--- src/wiscIsaPkg.sv ---
//////////////////////////////////////////////////
// WISC-SP22 instruction set definitions
// Word types, field positions and major opcodes,
// imported by the decode and execute stages
//////////////////////////////////////////////////
`default_nettype none

package wiscIsaPkg;

   // Data word and raw instruction
   typedef logic [15:0] wordT;
   typedef logic [15:0] instrT;

   // Instruction fields
   typedef logic [4:0] opcodeT;
   typedef logic [2:0] regSelT;
   typedef logic [1:0] functT;

   // Low bit of each field within the instruction
   localparam int opcodeLsb = 11;
   localparam int rsLsb     = 8;
   localparam int rtLsb     = 5;
   // I-format 1 destination shares its slot with Rt
   localparam int rdILsb    = 5;
   localparam int rdRLsb    = 2;

   // Immediate field widths
   localparam int imm5W = 5;
   localparam int imm8W = 8;

   ////////////////////////////////////////////////
   // Major opcodes kept by this core
   ////////////////////////////////////////////////
   localparam opcodeT opNop    = 5'b00001;
   localparam opcodeT opAddi   = 5'b01000;
   localparam opcodeT opSubi   = 5'b01001;
   localparam opcodeT opXori   = 5'b01010;
   localparam opcodeT opAndni  = 5'b01011;
   localparam opcodeT opRoli   = 5'b10100;
   localparam opcodeT opSlli   = 5'b10101;
   localparam opcodeT opRori   = 5'b10110;
   localparam opcodeT opSrli   = 5'b10111;
   localparam opcodeT opSlbi   = 5'b10010;
   localparam opcodeT opLbi    = 5'b11000;
   localparam opcodeT opBtr    = 5'b11001;
   // Register shifts, funct picks the kind
   localparam opcodeT opShiftR = 5'b11010;
   // Register ALU ops, funct picks the kind
   localparam opcodeT opAluR   = 5'b11011;
   localparam opcodeT opSeq    = 5'b11100;
   localparam opcodeT opSlt    = 5'b11101;
   localparam opcodeT opSle    = 5'b11110;
   localparam opcodeT opSco    = 5'b11111;

endpackage

`default_nettype wire

--- src/wiscCtrlPkg.sv ---
//////////////////////////////////////////////////
// Internal control word of the WISC core
// Shared by decode (producer) and aluExecute
//////////////////////////////////////////////////
`default_nettype none

package wiscCtrlPkg;

   // ALU operation, low two bits follow funct / opcode
   typedef logic [2:0] aluOpT;
   localparam aluOpT aluAdd  = 3'd0;
   // Second operand minus first
   localparam aluOpT aluSub  = 3'd1;
   localparam aluOpT aluXor  = 3'd2;
   localparam aluOpT aluAndn = 3'd3;
   localparam aluOpT aluRol  = 3'd4;
   localparam aluOpT aluSll  = 3'd5;
   localparam aluOpT aluRor  = 3'd6;
   localparam aluOpT aluSrl  = 3'd7;

   // Second operand select
   typedef logic [1:0] bSrcT;
   localparam bSrcT bSrcRt   = 2'd0;
   localparam bSrcT bSrcImm  = 2'd1;
   localparam bSrcT bSrcZero = 2'd2;

   // Result select, five sources
   typedef logic [2:0] resSrcT;
   localparam resSrcT resAlu  = 3'd0;
   localparam resSrcT resImm  = 3'd1;
   localparam resSrcT resSlbi = 3'd2;
   localparam resSrcT resBtr  = 3'd3;
   localparam resSrcT resSet  = 3'd4;

   // Compare kind, matches opcode[1:0] of the set group
   typedef logic [1:0] cmpT;
   localparam cmpT cmpEq = 2'd0;
   localparam cmpT cmpLt = 2'd1;
   localparam cmpT cmpLe = 2'd2;
   localparam cmpT cmpCo = 2'd3;

endpackage

`default_nettype wire

--- src/regFile.sv ---
//////////////////////////////////////////////////
// Register file, numRegs x 16 bits
// Two combinational read ports with write-through,
// one synchronous write port
//////////////////////////////////////////////////
`default_nettype none

module regFile #(
   parameter int numRegs = 8
) (
   input  logic               clk,
   input  logic               reset,
   input  wiscIsaPkg::regSelT rdSelA,
   input  wiscIsaPkg::regSelT rdSelB,
   output wiscIsaPkg::wordT   rdDataA,
   output wiscIsaPkg::wordT   rdDataB,
   input  logic               wrEn,
   input  wiscIsaPkg::regSelT wrReg,
   input  wiscIsaPkg::wordT   wrData
);
   import wiscIsaPkg::*;

   wordT regs [numRegs];

   // Registers above numRegs read as zero and ignore writes
   function automatic wordT readPort(input regSelT sel);
      wordT value;
      value = '0;
      if (int'(sel) < numRegs) begin
         // Forward the write in flight to a dependent read
         if (wrEn && (wrReg == sel)) begin
            value = wrData;
         end else begin
            value = regs[sel];
         end
      end
      return value;
   endfunction

   // Write commits at the edge that ends the write-back cycle
   always_ff @(posedge clk) begin
      if (reset) begin
         for (int i = 0; i < numRegs; i++) begin
            regs[i] <= '0;
         end
      end else if (wrEn && (int'(wrReg) < numRegs)) begin
         regs[wrReg] <= wrData;
      end
   end

   always_comb begin
      rdDataA = readPort(rdSelA);
      rdDataB = readPort(rdSelB);
   end

endmodule

`default_nettype wire

--- src/decode.sv ---
//////////////////////////////////////////////////
// Decode stage
// Splits the instruction, builds the control word,
// extends the immediate and reads Rs and Rt
//////////////////////////////////////////////////
`default_nettype none

module decode #(
   parameter int numRegs = 8
) (
   input  logic                clk,
   input  logic                reset,
   input  wiscIsaPkg::instrT   instr,
   input  logic                instrValid,
   input  logic                wrEn,
   input  wiscIsaPkg::regSelT  wrReg,
   input  wiscIsaPkg::wordT    wrData,
   output logic                exValid,
   output logic                exIllegal,
   output wiscCtrlPkg::aluOpT  exOp,
   output wiscCtrlPkg::bSrcT   exBSrc,
   output wiscCtrlPkg::resSrcT exResSrc,
   output wiscCtrlPkg::cmpT    exCmp,
   output wiscIsaPkg::regSelT  exRd,
   output wiscIsaPkg::wordT    exA,
   output wiscIsaPkg::wordT    exB,
   output wiscIsaPkg::wordT    exImm
);
   import wiscIsaPkg::*;
   import wiscCtrlPkg::*;

   localparam int wordW = $bits(wordT);
   localparam int selW  = $bits(regSelT);

   opcodeT opcode;
   functT  funct;
   regSelT rsSel, rtSel, rdR, rdI;
   wordT   imm5Sext, imm5Zext, imm8Sext, imm8Zext;
   // NOP is legal but writes nothing
   logic   isLegal, regWrite;

   ////////////////////////////////////////////////
   // Fields and immediates
   ////////////////////////////////////////////////
   assign opcode = instr[opcodeLsb +: $bits(opcodeT)];
   assign funct  = instr[$bits(functT)-1:0];
   assign rsSel  = instr[rsLsb +: selW];
   assign rtSel  = instr[rtLsb +: selW];
   assign rdR    = instr[rdRLsb +: selW];
   assign rdI    = instr[rdILsb +: selW];

   assign imm5Sext = {{(wordW-imm5W){instr[imm5W-1]}}, instr[imm5W-1:0]};
   assign imm5Zext = {{(wordW-imm5W){1'b0}}, instr[imm5W-1:0]};
   assign imm8Sext = {{(wordW-imm8W){instr[imm8W-1]}}, instr[imm8W-1:0]};
   assign imm8Zext = {{(wordW-imm8W){1'b0}}, instr[imm8W-1:0]};

   ////////////////////////////////////////////////
   // Control word
   ////////////////////////////////////////////////
   always_comb begin
      isLegal  = 1'b1;
      regWrite = 1'b1;
      exOp     = aluAdd;
      exBSrc   = bSrcZero;
      exResSrc = resAlu;
      exCmp    = cmpEq;
      exRd     = rdR;
      exImm    = imm5Sext;
      case (opcode)
         opNop: regWrite = 1'b0;
         // Immediate arithmetic, XORI and ANDNI zero-extend
         opAddi, opSubi, opXori, opAndni: begin
            exOp   = {1'b0, opcode[1:0]};
            exBSrc = bSrcImm;
            exRd   = rdI;
            if ((opcode == opXori) || (opcode == opAndni)) begin
               exImm = imm5Zext;
            end
         end
         // Immediate shifts use the low four bits only
         opRoli, opSlli, opRori, opSrli: begin
            exOp   = {1'b1, opcode[1:0]};
            exBSrc = bSrcImm;
            exRd   = rdI;
         end
         // Load immediates write back into Rs
         opLbi: begin
            exResSrc = resImm;
            exRd     = rsSel;
            exImm    = imm8Sext;
         end
         opSlbi: begin
            exResSrc = resSlbi;
            exRd     = rsSel;
            exImm    = imm8Zext;
         end
         opBtr: exResSrc = resBtr;
         opAluR: begin
            exOp   = {1'b0, funct};
            exBSrc = bSrcRt;
         end
         opShiftR: begin
            exOp   = {1'b1, funct};
            exBSrc = bSrcRt;
         end
         opSeq, opSlt, opSle, opSco: begin
            exBSrc   = bSrcRt;
            exResSrc = resSet;
            case (opcode)
               opSeq:   exCmp = cmpEq;
               opSlt:   exCmp = cmpLt;
               opSle:   exCmp = cmpLe;
               default: exCmp = cmpCo;
            endcase
         end
         // Branches, jumps, memory, HALT, SIIC and unassigned
         default: begin
            isLegal  = 1'b0;
            regWrite = 1'b0;
         end
      endcase
   end

   assign exValid   = instrValid & regWrite;
   assign exIllegal = instrValid & ~isLegal;

   // Port A reads Rs, port B reads Rt
   regFile #(
      .numRegs(numRegs)
   ) regFileInst (
      .clk    (clk),
      .reset  (reset),
      .rdSelA (rsSel),
      .rdSelB (rtSel),
      .rdDataA(exA),
      .rdDataB(exB),
      .wrEn   (wrEn),
      .wrReg  (wrReg),
      .wrData (wrData)
   );

endmodule

`default_nettype wire

--- src/aluExecute.sv ---
//////////////////////////////////////////////////
// Execute stage
// Registers the decoded instruction, computes the
// result and drives the register file write
//////////////////////////////////////////////////
`default_nettype none

module aluExecute (
   input  logic                clk,
   input  logic                reset,
   input  logic                exValid,
   input  logic                exIllegal,
   input  wiscCtrlPkg::aluOpT  exOp,
   input  wiscCtrlPkg::bSrcT   exBSrc,
   input  wiscCtrlPkg::resSrcT exResSrc,
   input  wiscCtrlPkg::cmpT    exCmp,
   input  wiscIsaPkg::regSelT  exRd,
   input  wiscIsaPkg::wordT    exA,
   input  wiscIsaPkg::wordT    exB,
   input  wiscIsaPkg::wordT    exImm,
   output logic                wrEn,
   output wiscIsaPkg::regSelT  wrReg,
   output wiscIsaPkg::wordT    wrData,
   output logic                illegal
);
   import wiscIsaPkg::*;
   import wiscCtrlPkg::*;

   localparam int wordW = $bits(wordT);

   logic   validQ, illegalQ;
   aluOpT  opQ;
   bSrcT   bSrcQ;
   resSrcT resSrcQ;
   cmpT    cmpQ;
   regSelT rdQ;
   wordT   aQ, bQ, immQ;

   wordT         opB, aluRes, btrVal;
   logic [3:0]   shamt;
   logic [wordW:0]     sumWide;
   logic [2*wordW-1:0] rolWide, rorWide;
   logic         setFlag;

   ////////////////////////////////////////////////
   // Stage registers
   ////////////////////////////////////////////////
   always_ff @(posedge clk) begin
      if (reset) begin
         validQ   <= 1'b0;
         illegalQ <= 1'b0;
      end else begin
         validQ   <= exValid;
         illegalQ <= exIllegal;
      end
   end

   // Payload, only meaningful while validQ is high
   always_ff @(posedge clk) begin
      opQ     <= exOp;
      bSrcQ   <= exBSrc;
      resSrcQ <= exResSrc;
      cmpQ    <= exCmp;
      rdQ     <= exRd;
      aQ      <= exA;
      bQ      <= exB;
      immQ    <= exImm;
   end

   ////////////////////////////////////////////////
   // ALU
   ////////////////////////////////////////////////
   always_comb begin
      case (bSrcQ)
         bSrcRt:  opB = bQ;
         bSrcImm: opB = immQ;
         default: opB = '0;
      endcase
   end

   assign shamt   = opB[3:0];
   // Carry out of this sum feeds SCO
   assign sumWide = {1'b0, aQ} + {1'b0, opB};
   // Rotates from a doubled copy of Rs
   assign rolWide = {aQ, aQ} << shamt;
   assign rorWide = {aQ, aQ} >> shamt;

   always_comb begin
      case (opQ)
         aluAdd:  aluRes = sumWide[wordW-1:0];
         aluSub:  aluRes = opB - aQ;
         aluXor:  aluRes = aQ ^ opB;
         aluAndn: aluRes = aQ & ~opB;
         aluRol:  aluRes = rolWide[2*wordW-1:wordW];
         aluSll:  aluRes = aQ << shamt;
         aluRor:  aluRes = rorWide[wordW-1:0];
         default: aluRes = aQ >> shamt;
      endcase
   end

   // Signed compares for SLT and SLE
   always_comb begin
      case (cmpQ)
         cmpEq:   setFlag = (aQ == opB);
         cmpLt:   setFlag = ($signed(aQ) < $signed(opB));
         cmpLe:   setFlag = ($signed(aQ) <= $signed(opB));
         default: setFlag = sumWide[wordW];
      endcase
   end

   // BTR mirrors Rs bit by bit
   always_comb begin
      for (int i = 0; i < wordW; i++) begin
         btrVal[i] = aQ[wordW-1-i];
      end
   end

   ////////////////////////////////////////////////
   // Result select and write-back
   ////////////////////////////////////////////////
   always_comb begin
      case (resSrcQ)
         resImm:  wrData = immQ;
         resSlbi: wrData = (aQ << 8) | immQ;
         resBtr:  wrData = btrVal;
         resSet:  wrData = {{(wordW-1){1'b0}}, setFlag};
         default: wrData = aluRes;
      endcase
   end

   assign wrEn    = validQ;
   assign wrReg   = rdQ;
   assign illegal = illegalQ;

endmodule

`default_nettype wire

--- src/wiscCore.sv ---
//////////////////////////////////////////////////
// WISC core top level
// Decode feeds the execute stage, which writes
// back one cycle after an instruction is taken
//////////////////////////////////////////////////
`default_nettype none

module wiscCore #(
   parameter int numRegs = 8
) (
   input  logic               clk,
   input  logic               reset,
   input  wiscIsaPkg::instrT  instr,
   input  logic               instrValid,
   output logic               wbValid,
   output wiscIsaPkg::regSelT wbReg,
   output wiscIsaPkg::wordT   wbData,
   output logic               illegal
);
   import wiscIsaPkg::*;
   import wiscCtrlPkg::*;

   // Decode to execute
   logic   exValid, exIllegal;
   aluOpT  exOp;
   bSrcT   exBSrc;
   resSrcT exResSrc;
   cmpT    exCmp;
   regSelT exRd;
   wordT   exA, exB, exImm;

   // Write-back loop into the register file
   logic   wrEn;
   regSelT wrReg;
   wordT   wrData;

   decode #(
      .numRegs(numRegs)
   ) decodeInst (
      .clk       (clk),
      .reset     (reset),
      .instr     (instr),
      .instrValid(instrValid),
      .wrEn      (wrEn),
      .wrReg     (wrReg),
      .wrData    (wrData),
      .exValid   (exValid),
      .exIllegal (exIllegal),
      .exOp      (exOp),
      .exBSrc    (exBSrc),
      .exResSrc  (exResSrc),
      .exCmp     (exCmp),
      .exRd      (exRd),
      .exA       (exA),
      .exB       (exB),
      .exImm     (exImm)
   );

   aluExecute aluExecuteInst (
      .clk      (clk),
      .reset    (reset),
      .exValid  (exValid),
      .exIllegal(exIllegal),
      .exOp     (exOp),
      .exBSrc   (exBSrc),
      .exResSrc (exResSrc),
      .exCmp    (exCmp),
      .exRd     (exRd),
      .exA      (exA),
      .exB      (exB),
      .exImm    (exImm),
      .wrEn     (wrEn),
      .wrReg    (wrReg),
      .wrData   (wrData),
      .illegal  (illegal)
   );

   // Observation ports show the write in progress
   assign wbValid = wrEn;
   assign wbReg   = wrReg;
   assign wbData  = wrData;

endmodule

`default_nettype wire

--- config.mk ---
export PLATFORM = sky130hd
export DESIGN_NAME = wiscCore
export DESIGN_NICKNAME = d
export VERILOG_FILES = /design/src/wiscIsaPkg.sv /design/src/wiscCtrlPkg.sv /design/src/regFile.sv /design/src/decode.sv /design/src/aluExecute.sv /design/src/wiscCore.sv
export SDC_FILE = /design/constraint.sdc
export NUM_CORES = 1
export LEC_CHECK = 0
export BUFFER_PORTS_ARGS = -buffer_cell sky130_fd_sc_hd__buf_2
export CORE_MARGIN = 4
export CORE_UTILIZATION = 60
export CTS_BUF_LIST = sky130_fd_sc_hd__clkbuf_4 sky130_fd_sc_hd__clkbuf_8
export CTS_CLUSTER_SIZE = 12
export DETAILED_ROUTE_END_ITERATION = 10
export GPL_ROUTABILITY_DRIVEN = 0
export PLACE_DENSITY_LB_ADDON = 0.15
export SYNTH_ARGS = -nofsm -noshare
export SYNTH_HDL_FRONTEND = slang
export SYNTH_SLANG_ARGS = --single-unit
--- constraint.sdc ---
create_clock -name clk -period 6.1 [get_ports clk]
set_input_delay 0.305 -clock clk [delete_from_list [all_inputs] [get_ports clk]]
set_output_delay 0.305 -clock clk [all_outputs]
set_load 0.02 [all_outputs]
==> implementation parameters <==
Parameter                              Value

Outcome
  Status    finished, final reports clean

STA
  Final number of setup-violating endpoints    0
  Skew final    approximately 0.022 ns
  Final hold violation count    0
  Post-route worst hold slack    around 0.1 ns
  Final Critical Period    approximately 5.7 ns
  Final worst setup slack    approximately 0.37 ns
  Post-Route Setup TNS    0 ns
  Final period utilization    between 90% and 100%
  Number of max-slew violations in the final report    0
  Worst slew margin    roughly a fifth
  Maximum frequency from static timing analysis    between 150 and 200 MHz
  Unrepaired setup endpoints after global routing    no
  Worst Tran Pin Value    approximately 1.2 ns

Setup path
  Setup crit start kind    flip-flop
  Critical Setup Path Class    reg -> out
  Biggest fanout along the worst timing path    23
  Data arrival time of the critical path    ~5.4 ns
  Critical path data required time    about 5.8 ns
  Kind of end point of the critical path    output pin
  R2r setup slk    around 1.1 ns

Synth
  Post-synthesis area per instance    between 9 and 10 um^2
  Synth Cell Area    14200 um^2
  Share of the synthesized area in the top cell type    approximately 27%
  Most numerous cell types in the synthesized netlist    177 x nand2_1, 172 x nor2_1, 128 x edfxtp_1
  Async S/R FF share, synth    0%
  Gate count after technology mapping    1542
  Post-Syn Nets    roughly 1600
  Synth cell types    88
  Total of warnings raised by yosys    0
  Top cells by area in the synthesized netlist    edfxtp_1 27%, mux4_2 12%, dfxtp_1 7.9%, nand2_1 4.7%, nor2_1 4.5%
  Largest area contributor in the synthesized netlist    edfxtp_1
  Number of enable-type register cells in the synthesized netlist    ~130
  Number of register bits inferred by synthesis    around 180
  Main flop type after synthesis    edfxtp_1
  Part of the Yosys area used for sequential elements    approximately a third
  Most used standard cell by instance count after synthesis    nand2_1

Route
  Drt total wl    around 45000 um
  Post-route DRC violation count    0
  Vias per cell    approximately 6.9
  Wire per inst    ~25 um
  Violation count after the first detailed-route iteration    around 2100
  Overall via count from detail_route    ~13000
  Count of antenna-violating nets left after detailed routing    0
  1st-pass router iterations    6

Clocking
  Hold buffers post-CTS    5
  CTS Root Buffer Type    clkbuf_8
  Buffer depth of the longest clock path    2
  TritonCTS buffer count    17
  Clock latency on the worst-skew pair    around 0.47 ns
  Clk sinks    184
  Clock slew at the register clock pins of the worst setup and hold paths    ~0.11 ns
  Buffer count from post-CTS setup fixing    0
  Resized Gates After CTS    0
  CTS tree    yes
  H-tree depth reported by CTS    4

Place
  HPWL after detailed placement    31400 um
  Number of buffers inserted by port buffering    39
  Worst Setup Slack post-DPL    about 0.97 ns

Floorplan
  Initial core utilization    between 60% and 70%
  Count of boundary I/O pins    40
  Count of standard-cell rows    56
  Die X    162 um
  Height of the die    about 160 um
  Total die area    between 20000 and 30000 um^2
  Core region area    23400 um^2

Job
  Count of max-cap constraint violations    0

GRT
  Overflow left after global routing    0
  Global-route usage over all layers    34.3%
  Wire length of the first global-routing pass    approximately 70000 um
  Vias in the first global route    about 12000
  Initial antenna violation count    0
  Maximum number of pins on one net before global-route repair    60

Finish
  Area growth syn-to-layout    4.57%
  FILL cells    between 2000 and 2500
  Fraction of final layout cells with drive strength greater than 1    around 15%
  Ant. Diodes    0
  Post-layout net count    about 1600

Min path
  Worst hold path type    in -> reg

Pwr
  Highest ir drop seen on vdd    0.270 mV
  Leakage    ~5.7 nW
  Ratio of total power to cell area    roughly 240 nW/um^2
## stage by stage
step	power, mW	std cells	util [%]	cell area [um^2]
after global routing	3.78	1831	63.4	14800
final	3.62	1831	63.4	14800
after CTS	3.57	1831	63.4	14800
after global placement	2.76	1794	61.6	14400
after detailed placement	2.78	1794	61.6	14400
after floorplan	2.41	1542	-	14200
## state kept, by name, summed over array words and instances, names as in the netlist
name	count
aluExecuteInst.aQ	16
aluExecuteInst.bQ	16
aluExecuteInst.bSrcQ	2
aluExecuteInst.cmpQ	2
aluExecuteInst.illegal	1
aluExecuteInst.immQ	9
aluExecuteInst.opQ	3
aluExecuteInst.resSrcQ	3
aluExecuteInst.wrEn	1
aluExecuteInst.wrReg	3
decodeInst.regFileInst.regs	128
## layer usage
layer,routed length [um],track usage (%),vias to the layer above
met5,0,0,-
met4,3040,18.3,0
met3,4770,7.13,201
met2,20400,53.5,874
met1,16700,45.4,5920
li1,-,-,5642
## cells by family after synthesis
family	synth area share (%)
xor gates and xnor gates	0.987
buffers and inverters	5.98
and+or+nand+nor	18.2
adders and majority gates	4.67
muxes	16.4
DFF	35.0
AOI/OAI and AO/OA	18.8
## cells in the final DEF, fill, tap and decap left out, drive strengths merged, types with 29 or more instances in the layout
master	netlist	routed
mux2i	34	34
a21oi	64	64
and2	32	32
o21ai	125	125
mux4	78	78
edfxtp	128	128
ha	49	49
nand2b	29	29
buf	61	67
nand3	32	32
inv	65	74
dfxtp	56	56
nor3	32	32
nor2	175	175
nand2	177	177
## critical path, cell delays in order, from the launching register on
cell       delay [ns]
dfxtp_1          0.47
mux2i_1          0.31
or2_2            0.46
inv_2            0.29
ha_1             0.59
nand2b_1         0.09
o311a_1          0.17
or4_1            0.58
a31oi_1          0.41
mux2_2           0.22
or4_1            0.11
a2bb2oi_1        0.91
buf_2            0.32
## where the power goes
group | internal [mW] | switching (mW) | total, mW | leakage, nW
sequential | 1.40 | 0.0986 | 1.50 | 1.79
clock | 0.340 | 0.470 | 0.810 | 0.197
combinational | 0.453 | 0.856 | 1.31 | 3.75
total | 2.19 | 1.42 | 3.62 | 5.74
## cell type report
class | count | area [um^2] | area share (%)
repair buffers | 72 | 455 | 3.07
clock buffers | 17 | 234 | 1.58
flip-flops and latches | 184 | 4970 | 33.5
clock inverters | 15 | 154 | 1.04
multi-input cells | 1157 | 8380 | 56.5
well taps | 319 | 399 | 2.69
inverters | 67 | 254 | 1.71
## final timing paths
kind,start,to,cells past startpoint
hold / removal,instrValid,aluExecuteInst.illegal$_SDFF_PP0_,3
setup reg to reg,aluExecuteInst.bSrcQ[0]$_DFF_P_,decodeInst.regFileInst.regs[7][14]$_SDFFCE_PN0P_,12
setup / recovery,aluExecuteInst.bSrcQ[0]$_DFF_P_,wbData[14],12
hold reg to reg,decodeInst.regFileInst.regs[4][13]$_SDFFCE_PN0P_,aluExecuteInst.bQ[13]$_DFF_P_,5
Power figures use the tool's default switching activity.
